### config.mk
export PLATFORM = sky130hd
export DESIGN_NAME = pwm_top
export DESIGN_NICKNAME = d
export VERILOG_FILES = /design/src/common/pwm_pkg.sv /design/src/preconditioner/pwm_preconditioner.sv /design/src/source/addsub.sv /design/src/source/pwm_generator.sv /design/src/source/pwm_param_bank.sv /design/src/source/pwm_top.sv
export VERILOG_INCLUDE_DIRS = /design/src /design/src/common
export SDC_FILE = /design/constraint.sdc
export NUM_CORES = 2
export LEC_CHECK = 0
export BUFFER_PORTS_ARGS = -buffer_cell sky130_fd_sc_hd__clkbuf_2
export CORE_UTILIZATION = 45
export CTS_BUF_LIST = sky130_fd_sc_hd__clkbuf_8
export CTS_CLUSTER_SIZE = 24
export DETAILED_ROUTE_END_ITERATION = 10
export GPL_ROUTABILITY_DRIVEN = 0
export PLACE_DENSITY = 0.65
export SYNTH_ARGS = -nofsm -noshare
export SYNTH_HDL_FRONTEND = slang
export SYNTH_HIERARCHICAL = 1
export SYNTH_SLANG_ARGS = --single-unit
### constraint.sdc
create_clock -name CLK -period 41.3 [get_ports CLK]
set_input_delay 2.065 -clock CLK [delete_from_list [all_inputs] [get_ports CLK]]
set_output_delay 2.065 -clock CLK [all_outputs]
set_load 0.005 [all_outputs]
### src/common/pwm_settings.svh
// pwm settings
// channel count, value width and add/sub pipeline depth shared by
// the package and the RTL modules

`ifndef PWM_SETTINGS_SVH
`define PWM_SETTINGS_SVH

// number of independent pwm channels
`define PWM_CHANNELS 8

// width of cycle, duty, phase and edge values
`define PWM_WIDTH 13

// register stages inside addsub
`define PWM_ADDSUB_LATENCY 2

`endif

### src/common/pwm_pkg.sv
// pwm package
// value, channel index, channel setting and edge pair types used
// between the parameter bank, preconditioner and generator

`include "pwm_settings.svh"

package pwm_pkg;

  // unsigned counter / edge value
  typedef logic [`PWM_WIDTH-1:0] pwm_value_t;

  // channel number
  typedef logic [$clog2(`PWM_CHANNELS)-1:0] chan_index_t;

  // per-channel setting as written by software
  typedef struct packed {
    pwm_value_t cycle;
    pwm_value_t duty;
    pwm_value_t phase;
  } chan_setting_t;

  // edge positions inside one cycle
  typedef struct packed {
    pwm_value_t rise;
    pwm_value_t fall;
  } edge_pair_t;

endpackage

### src/preconditioner/pwm_preconditioner.sv
// pwm preconditioner
// walks the channel snapshot one channel per cycle and turns cycle,
// duty and phase into rise/fall edges folded into 0..cycle-1.
// all edges are published together with a one-cycle edges_valid

`include "pwm_settings.svh"

module pwm_preconditioner import pwm_pkg::*; (
  input  logic          CLK,
  input  logic          rst,
  input  logic          start,
  input  chan_setting_t settings [`PWM_CHANNELS],
  output edge_pair_t    edges [`PWM_CHANNELS],
  output logic          edges_valid,
  output logic          busy
);

  localparam int nch = `PWM_CHANNELS;
  localparam int w = `PWM_WIDTH;
  localparam int ew = w + 2;  // room for sign and 2x cycle
  localparam int lat = `PWM_ADDSUB_LATENCY;
  localparam int fold_tap = 2 * lat + 1;
  localparam int cw = $clog2(nch + 3 * (lat + 1));

  typedef enum logic [1:0] {
    WAITING,
    RUN,
    DONE
  } state_t;

  state_t state;

  logic [cw-1:0] feed_cnt, sum_cnt, fold_cnt, set_cnt;
  chan_index_t feed_ch, set_ch;
  chan_setting_t cur;

  logic signed [ew-1:0] cycle_buf [fold_tap + 1];
  logic signed [ew-1:0] duty_buf [lat + 1];

  logic signed [ew-1:0] a_phase, b_phase, s_phase;
  logic signed [ew-1:0] a_duty_r, b_duty_r, s_duty_r;
  logic signed [ew-1:0] a_rise, b_rise, s_rise;
  logic signed [ew-1:0] a_fall, b_fall, s_fall;
  logic signed [ew-1:0] a_fold_rise, b_fold_rise, s_fold_rise;
  logic signed [ew-1:0] a_fold_fall, b_fold_fall, s_fold_fall;
  logic fold_rise_add;

  edge_pair_t res_buf [nch];

  assign feed_ch = (feed_cnt < cw'(nch)) ? chan_index_t'(feed_cnt) : '0;
  assign set_ch = chan_index_t'(set_cnt);
  assign cur = settings[feed_ch];

  addsub #(.width(ew)) sub_phase (
    .CLK(CLK), .a(a_phase), .b(b_phase), .add(1'b0), .s(s_phase)
  );
  addsub #(.width(ew)) add_duty_r (
    .CLK(CLK), .a(a_duty_r), .b(b_duty_r), .add(1'b1), .s(s_duty_r)
  );
  addsub #(.width(ew)) sub_rise (
    .CLK(CLK), .a(a_rise), .b(b_rise), .add(1'b0), .s(s_rise)
  );
  addsub #(.width(ew)) add_fall (
    .CLK(CLK), .a(a_fall), .b(b_fall), .add(1'b1), .s(s_fall)
  );
  addsub #(.width(ew)) fold_rise (
    .CLK(CLK), .a(a_fold_rise), .b(b_fold_rise), .add(fold_rise_add), .s(s_fold_rise)
  );
  addsub #(.width(ew)) fold_fall (
    .CLK(CLK), .a(a_fold_fall), .b(b_fold_fall), .add(1'b0), .s(s_fold_fall)
  );

  // ======================================================================
  // datapath, free running
  // ======================================================================
  always_ff @(posedge CLK) begin
    duty_buf[0] <= {2'b00, cur.duty};
    cycle_buf[0] <= {2'b00, cur.cycle};
    for (int k = 1; k <= lat; k++) begin
      duty_buf[k] <= duty_buf[k-1];
    end
    for (int k = 1; k <= fold_tap; k++) begin
      cycle_buf[k] <= cycle_buf[k-1];
    end

    // base = cycle - phase, ceil(duty/2)
    a_phase <= {2'b00, cur.cycle};
    b_phase <= {2'b00, cur.phase};
    a_duty_r <= {3'b000, cur.duty[w-1:1]};
    b_duty_r <= {{(ew - 1){1'b0}}, cur.duty[0]};

    // rise = base - floor(duty/2), fall = base + ceil(duty/2)
    a_rise <= s_phase;
    b_rise <= {1'b0, duty_buf[lat][ew-1:1]};
    a_fall <= s_phase;
    b_fall <= s_duty_r;

    // fold back into 0..cycle-1
    a_fold_rise <= s_rise;
    if (s_rise < 0) begin
      b_fold_rise <= cycle_buf[fold_tap];
      fold_rise_add <= 1'b1;
    end else if (cycle_buf[fold_tap] <= s_rise) begin
      b_fold_rise <= cycle_buf[fold_tap];
      fold_rise_add <= 1'b0;
    end else begin
      b_fold_rise <= '0;
      fold_rise_add <= 1'b1;
    end
    a_fold_fall <= s_fall;
    b_fold_fall <= (cycle_buf[fold_tap] <= s_fall) ? cycle_buf[fold_tap] : '0;
  end

  always_ff @(posedge CLK) begin
    if (state == RUN && fold_cnt > lat) begin
      res_buf[set_ch].rise <= s_fold_rise[w-1:0];
      res_buf[set_ch].fall <= s_fold_fall[w-1:0];
    end
  end

  // ======================================================================
  // sequencer
  // ======================================================================
  always_ff @(posedge CLK) begin
    if (rst) begin
      state <= WAITING;
      feed_cnt <= '0;
      sum_cnt <= '0;
      fold_cnt <= '0;
      set_cnt <= '0;
      busy <= 1'b0;
      edges_valid <= 1'b0;
    end else begin
      edges_valid <= 1'b0;
      case (state)
        WAITING: begin
          if (start) begin
            feed_cnt <= '0;
            sum_cnt <= '0;
            fold_cnt <= '0;
            set_cnt <= '0;
            busy <= 1'b1;
            state <= RUN;
          end
        end
        RUN: begin
          feed_cnt <= feed_cnt + 1'b1;
          if (feed_cnt > lat) sum_cnt <= sum_cnt + 1'b1;  // first base ready
          if (sum_cnt > lat) fold_cnt <= fold_cnt + 1'b1;
          if (fold_cnt > lat) begin
            set_cnt <= set_cnt + 1'b1;
            if (set_cnt == cw'(nch - 1)) state <= DONE;
          end
        end
        DONE: begin
          edges_valid <= 1'b1;
          busy <= 1'b0;
          state <= WAITING;
        end
        default: state <= WAITING;
      endcase
    end
  end

  // publish all channels at once
  always_ff @(posedge CLK) begin
    if (rst) begin
      edges <= '{default: '0};
    end else if (state == DONE) begin
      edges <= res_buf;
    end
  end

endmodule

### src/source/addsub.sv
// addsub
// signed adder/subtractor with two output register stages, so a
// result shows up exactly two cycles after its operands (DSP style)

module addsub #(
  parameter int width = 15
) (
  input  logic                    CLK,
  input  logic signed [width-1:0] a,
  input  logic signed [width-1:0] b,
  input  logic                    add,  // 1: a+b, 0: a-b
  output logic signed [width-1:0] s
);

  logic signed [width-1:0] s_q;

  // first stage holds the raw sum
  always_ff @(posedge CLK) begin
    if (add) begin
      s_q <= a + b;
    end else begin
      s_q <= a - b;
    end
  end

  // second stage, output register
  always_ff @(posedge CLK) begin
    s <= s_q;
  end

endmodule

### src/source/pwm_generator.sv
// pwm generator
// one free-running counter per channel wrapping at its cycle, compared
// against the held edge pair; outputs are registered

`include "pwm_settings.svh"

module pwm_generator import pwm_pkg::*; (
  input  logic                      CLK,
  input  logic                      rst,
  input  logic                      sync,
  input  chan_setting_t             settings [`PWM_CHANNELS],
  input  edge_pair_t                edges [`PWM_CHANNELS],
  input  logic                      edges_valid,
  output logic [`PWM_CHANNELS-1:0]  pwm_out
);

  logic [`PWM_CHANNELS-1:0] hi;

  for (genvar i = 0; i < `PWM_CHANNELS; i++) begin : gen_chan
    pwm_value_t cnt;
    pwm_value_t cyc;
    edge_pair_t edge_q;

    // cycle and edges switch together
    always_ff @(posedge CLK) begin
      if (rst) begin
        cyc <= '0;
        edge_q <= '0;
      end else if (edges_valid) begin
        cyc <= settings[i].cycle;
        edge_q <= edges[i];
      end
    end

    always_ff @(posedge CLK) begin
      if (rst) begin
        cnt <= '0;
      end else if (sync || cnt + 1'b1 >= cyc) begin
        cnt <= '0;
      end else begin
        cnt <= cnt + 1'b1;
      end
    end

    // ordered window, or wrapped across the cycle end
    assign hi[i] = (edge_q.rise <= edge_q.fall) ?
                   (cnt >= edge_q.rise && cnt < edge_q.fall) :
                   (cnt >= edge_q.rise || cnt < edge_q.fall);
  end

  always_ff @(posedge CLK) begin
    if (rst) pwm_out <= '0;
    else pwm_out <= hi;
  end

endmodule

### src/source/pwm_param_bank.sv
// pwm parameter bank
// live per-channel setting registers written one channel at a time,
// plus a shadow snapshot taken on an accepted commit

`include "pwm_settings.svh"

module pwm_param_bank import pwm_pkg::*; (
  input  logic          CLK,
  input  logic          rst,
  input  logic          wr_en,
  input  chan_index_t   wr_addr,
  input  chan_setting_t wr_data,
  input  logic          commit,
  input  logic          busy,
  output chan_setting_t settings [`PWM_CHANNELS],
  output logic          start
);

  chan_setting_t live [`PWM_CHANNELS];
  logic take;

  // start still in flight counts as busy too
  assign take = commit && !busy && !start;

  // live registers
  always_ff @(posedge CLK) begin
    if (wr_en) begin
      live[wr_addr] <= wr_data;
    end
  end

  // snapshot, held steady while the preconditioner reads it
  always_ff @(posedge CLK) begin
    if (take) begin
      settings <= live;
    end
  end

  always_ff @(posedge CLK) begin
    if (rst) begin
      start <= 1'b0;
    end else begin
      start <= take;  // one pulse per accepted commit
    end
  end

endmodule

### src/source/pwm_top.sv
// pwm top
// multi-channel pwm: parameter bank feeding the edge preconditioner,
// whose edges drive the per-channel generator

`include "pwm_settings.svh"

module pwm_top import pwm_pkg::*; (
  input  logic                      CLK,
  input  logic                      rst,
  input  logic                      wr_en,
  input  chan_index_t               wr_addr,
  input  chan_setting_t             wr_data,
  input  logic                      commit,
  input  logic                      sync,
  output logic [`PWM_CHANNELS-1:0]  pwm_out,
  output logic                      busy
);

  chan_setting_t settings [`PWM_CHANNELS];  // committed snapshot
  edge_pair_t edges [`PWM_CHANNELS];
  logic start;
  logic edges_valid;

  pwm_param_bank u_bank (
    .CLK      (CLK),
    .rst      (rst),
    .wr_en    (wr_en),
    .wr_addr  (wr_addr),
    .wr_data  (wr_data),
    .commit   (commit),
    .busy     (busy),
    .settings (settings),
    .start    (start)
  );

  pwm_preconditioner u_precond (
    .CLK         (CLK),
    .rst         (rst),
    .start       (start),
    .settings    (settings),
    .edges       (edges),
    .edges_valid (edges_valid),
    .busy        (busy)
  );

  pwm_generator u_gen (
    .CLK         (CLK),
    .rst         (rst),
    .sync        (sync),
    .settings    (settings),
    .edges       (edges),
    .edges_valid (edges_valid),
    .pwm_out     (pwm_out)
  );

endmodule
* After elaboration in Yosys (flattened, before gate mapping)
Memory sizes are Yosys's and may differ from the RTL's. A register that Yosys moved wholly into a read port is not among the register bits.
Index checks and enable logic that the tools add are counted.
W data, S select, Z words.
** Storage, ports and cells
- Register bits after elaboration :: 1780
- Memory bits (writable) :: 135
- Input bits :: 47
- Output and inout bits :: 9
- Logic and storage cells :: 308
- Memories :: 2
** Operators by class
- Add/sub/neg operators :: 19
- $lt $le $gt $ge :: 44
- Eq/ne operators :: 8
- Muxes and demuxes :: 40
- Bitwise gates (word level) :: 3
- Reductions and logical operators :: 48
** Memories
- u_precond.cycle_buf :: words 6, bits a word 15, rd ports 6, clocked after memory_dff 0, write ports 6, RTL line pwm_preconditioner.sv:37 : logic signed [ew-1:0] cycle_buf [fold_tap + 1];
- u_precond.duty_buf :: words 3, bits a word 15, rd ports 3, clocked after memory_dff 1, write ports 3, RTL line pwm_preconditioner.sv:38 : logic signed [ew-1:0] duty_buf [lat + 1];
** Operator list (number)
- $bwmux W208 :: 2
- $bwmux W312 :: 1
- $ge A13 B13 Y1 :: 16
- $demux W26 S3 :: 2
- $bmux W39 S3 :: 1
- $demux W39 S3 :: 1
- $mux W39 :: 3
- $add A13 B1 Y13 const B :: 8
- $le A13 B13 Y1 :: 8
- $lt A13 B13 Y1 :: 8
- $mux W13 :: 4
- $pmux W5 S2 :: 4
- $le A15 B15 Y1 :: 2
- $mux W26 :: 1
- $sub A13 B13 Y13 :: 2
- $add A5 B1 Y5 const B :: 4
- $mux W5 :: 4
- $logic_or A1 B1 Y1 :: 16
- $reduce_or A2 Y1 :: 8
- $add A14 B15 Y15 :: 1
- $gt A5 B2 Y1 const B :: 3
- $lt A15 B1 Y1 const B :: 1
- $sub A14 B15 Y15 :: 1
- $sub A13 B13 Y14 :: 1
- other kinds (21) :: 60

* Logic depth before layout (Yosys ltp)
- Depth in word-level cells :: 7
- Depth in mapped cells :: 14
- Gate-level depth less buffers :: 13

* By module
Netlist, hierarchy kept.
** Modules (own cells, without submodules)
- pwm_generator :: times used 1, cells an instance 2748, area an instance 25000.2 µm², sequential area each 8488.1 µm²
- pwm_preconditioner :: times used 1, cells an instance 1997, area an instance 22973.3 µm², sequential area each 15434.8 µm²
- pwm_param_bank :: times used 1, cells an instance 635, area an instance 18870.6 µm², sequential area each 18758.0 µm²
- addsub (u_precond.add_duty_r ...) :: times used 5, cells an instance 172, area an instance 1637.8 µm², sequential area each 600.6 µm²
- addsub (u_precond.sub_rise) :: times used 1, cells an instance 154, area an instance 1542.7 µm², sequential area each 600.6 µm²

* Worst setup path after synthesis
No wires, ideal clock.
- Path kind :: input -> register
- Start point :: input port commit
- End point :: register u_bank/settings[0] (netlist name)
- Setup time :: 1429 ps
- Data arrival time :: 24221 ps
- Required time :: 39871 ps
- Slack :: 15650 ps
- Cell stages on the path :: 1
- Path buffers :: 0
- Cells stage by stage :: nor3b_1
** Between the ends
- Word-level cells in the longest chain between the ends :: 2
** RTL lines
- start, declared :: RTL line pwm_top.sv:13 : input logic commit,
- $logic_and A1 B1 Y1 (2 in series) :: RTL line pwm_param_bank.sv:23 : assign take = commit && !busy && !start;
No other way between the ends.
A chain may end at the register's enable or synchronous reset.

* Final worst setup path
- Start point :: input port rst
- End point :: register u_gen.gen_chan[4].cyc[5]
** RTL lines
- start, declared :: RTL line pwm_top.sv:9 : input logic rst,
- end signal, assigned :: RTL line pwm_generator.sv:30 : cyc <= settings[i].cycle;
- end, declared :: RTL line pwm_generator.sv:21 : pwm_value_t cyc;
No word-level cell between the ends.

==> flow_summary.rst <==
.. list-table::
   :header-rows: 1

   * - Metric
     - Value
   * - Commonest cells after routing, fill and taps aside
     - dfxtp_1 (1050), edfxtp_1 (832), ha_1 (563)
   * - Top-level port count
     - between 50 and 60
   * - Die Span Y
     - around 410 um
   * - Width of the die
     - just over 400 um
   * - Post-route clock period utilization
     - between 10% and 20%
   * - Row Count
     - 150
   * - Placed cell area
     - 78800 um^2
   * - Number of clock buffers inserted by TritonCTS
     - between 300 and 400
   * - Net count, final
     - roughly 7200
   * - Post-CTS repair timing setup buffer count
     - 0
   * - Post-cts gate resize count
     - 0
   * - Overall global routing resource usage
     - 20.6%
   * - Post-route cell area
     - roughly 85000 um^2
   * - Worst hold path class
     - reg -> reg
   * - Area used by multi-input combinational logic
     - around 28000 um^2
   * - Final HPWL from detailed placement
     - 116000 um
   * - Number of hold violations in the final report
     - 0
   * - Met3 wire len
     - between 9000 and 10000 um
   * - Count of hold buffers inserted by post-cts repair
     - 0
   * - Met2 WL post-DR
     - 82200 um
   * - Filler cells
     - approximately 15000
   * - TritonCTS clock tree
     - done
   * - Detail Route Antenna Nets
     - 0
   * - First-pass GRT wire length
     - between 200000 and 300000 um
   * - Routed met1 length
     - approximately 79000 um
   * - PwrDens
     - between 50 and 60 nW/um^2
   * - YS warnings
     - 6
   * - Total global routing overflow
     - 0
   * - Worst slew pin tran
     - 1.25 ns
   * - Setup repair after global routing missed its margin
     - false
   * - Vias post-DR
     - approximately 47000
   * - Startpoint Class
     - primary input
   * - Per-cell via count in the routed design
     - roughly 5.2
   * - Arrival @ worst endpoint
     - ~5.6 ns
   * - Syn Inst Count
     - 6338
   * - Floorplan core area
     - 167000 um^2
   * - Syn Std Cell Area
     - 76000 um^2
   * - Final setup violation count
     - 0
   * - Final count of pins violating max slew
     - 0
   * - Maximum buffer depth of the clock tree
     - 4
   * - Maximum frequency from static timing analysis
     - approximately 210 MHz
   * - Area overhead of the layout relative to synthesis
     - 11.5%
   * - Detailed-route DRC error count
     - 0
   * - Port-buffer cells
     - 55
   * - Clk root buf
     - clkbuf_8
   * - Clk slew on worst S/H paths
     - around 0.060 ns
   * - Insertion delay of the later-clocked pin in the worst-skew pair
     - between 1 and 1.5 ns
   * - Layout cell share with drive strength beyond 1
     - 8.98%
   * - Syn Area/Cell
     - about 12 um^2
   * - H-Tree Level Count
     - 5
   * - Smallest hold slack
     - a little under 0.3 ns
   * - Initial antenna violation count
     - 19
   * - Number of global-route vias before repair
     - around 47000
   * - Static power due to leakage
     - 31.8 nW
   * - Kind of capture point of the worst setup path
     - flop
   * - Starting DRC count in detailed routing
     - 3185
   * - Slew HR
     - between 10% and 20%
   * - Fin Clk Skew
     - between 0.05 and 0.06 ns
   * - Number of detailed-route iterations in the first pass
     - 7
   * - Largest fanout on the critical path
     - about 100
   * - Worst setup path class
     - in -> reg
   * - Routed wirelength normalized by instance count
     - around 19 um
   * - Full die area
     - 171000 um^2
   * - Max layer used
     - met5
   * - Effective utilization at floorplan
     - between 40% and 50%
   * - Storage cell area
     - approximately 46000 um^2
   * - Minimum clock period after layout
     - ~4.8 ns
   * - Clock sink total
     - between 1500 and 2000
   * - Drt total wl
     - between 150000 and 200000 um
   * - Worst-case vdd ir drop
     - 0.0386 mV
   * - Max-cap violations
     - 0
   * - Pin count of the biggest net entering global routing
     - roughly 200
   * - Data required time at the worst endpoint
     - 42.14 ns
   * - Aggregate negative setup slack
     - 0 ns
   * - Most common cell after layout, fill and taps aside
     - dfxtp_1
   * - Outcome
     - finished clean
[flip-flops by register name (all words and copies together), names as in the netlist, 25 cells and up]
| signal | cells |
|---|---|
| u_precond/res_buf | 208 |
| u_precond/duty_buf | 25 |
| u_bank/settings | 312 |
| u_gen/gen_chan.cnt | 104 |
| u_bank/live | 312 |
| u_gen/gen_chan.cyc | 104 |
| u_precond/cycle_buf | 65 |
| u_precond/edges | 208 |
| u_gen/gen_chan.edge_q | 208 |
[worst max-delay path, stage by stage]
cell and delay (ns):
buf_8 0.43, buf_4 0.90, buf_4 0.83, buf_4 0.91, nor2_1 0.13
[final cells by class]
| class | count | share of cell area (%) |
|---|---|---|
| Clock buffer | 354 | 5.75 |
| Clock inverter | 173 | 1.21 |
| Timing Repair Buffer | 103 | 0.789 |
| Sequential cell | 1884 | 54.4 |
| Tap cell | 2204 | 3.25 |
| Antenna cell | 3 | 0.00886 |
| Inverter | 428 | 1.90 |
| Multi-Input combinational cell | 3871 | 32.7 |
[metrics by stage]
step | std cells | setup WS [ns] | total power, mW | utilization, %
after floorplan | 6412 | 15.65 | 2.74 | -
after global placement | 8489 | 35.57 | 2.97 | 47.1
after detailed placement | 8489 | 35.59 | 2.99 | 47.1
after CTS | 9016 | 36.67 | 4.56 | 50.6
after global routing | 9019 | 36.31 | 4.72 | 50.6
final | 9020 | 36.54 | 4.51 | 50.6
[where the power goes]
group          leakage [nW]  switching (mW)  internal [mW]
registers              16.3           0.181           2.14
clock network          3.41           0.706          0.853
logic                  12.0           0.366          0.261
[layer usage]
layer	up-vias	track usage [%]
met3	318	3.45
li1	22900	-
met5	-	0
met2	1125	33.6
met4	4	7.71
met1	22700	27.4
[path summary, 6_finish.rpt]
path                                     startpoint  slack [ns]                                    end  depth (start not counted)
setup reg to reg    u_precond/state[1]$_SDFFE_PP0P_       37.78       u_precond/edges[97]$_SDFFE_PP0P_                          6
hold reg to reg   u_precond/sub_rise/s_q[5]$_DFF_P_        0.29        u_precond/sub_rise/s[5]$_DFF_P_                          0
setup / recovery                                rst       36.54  u_gen/gen_chan[4].cyc[5]$_SDFFE_PP0P_                          5
hold / removal    u_precond/sub_rise/s_q[5]$_DFF_P_        0.29        u_precond/sub_rise/s[5]$_DFF_P_                          0
Note: power is estimated with default switching activity, not from simulation.
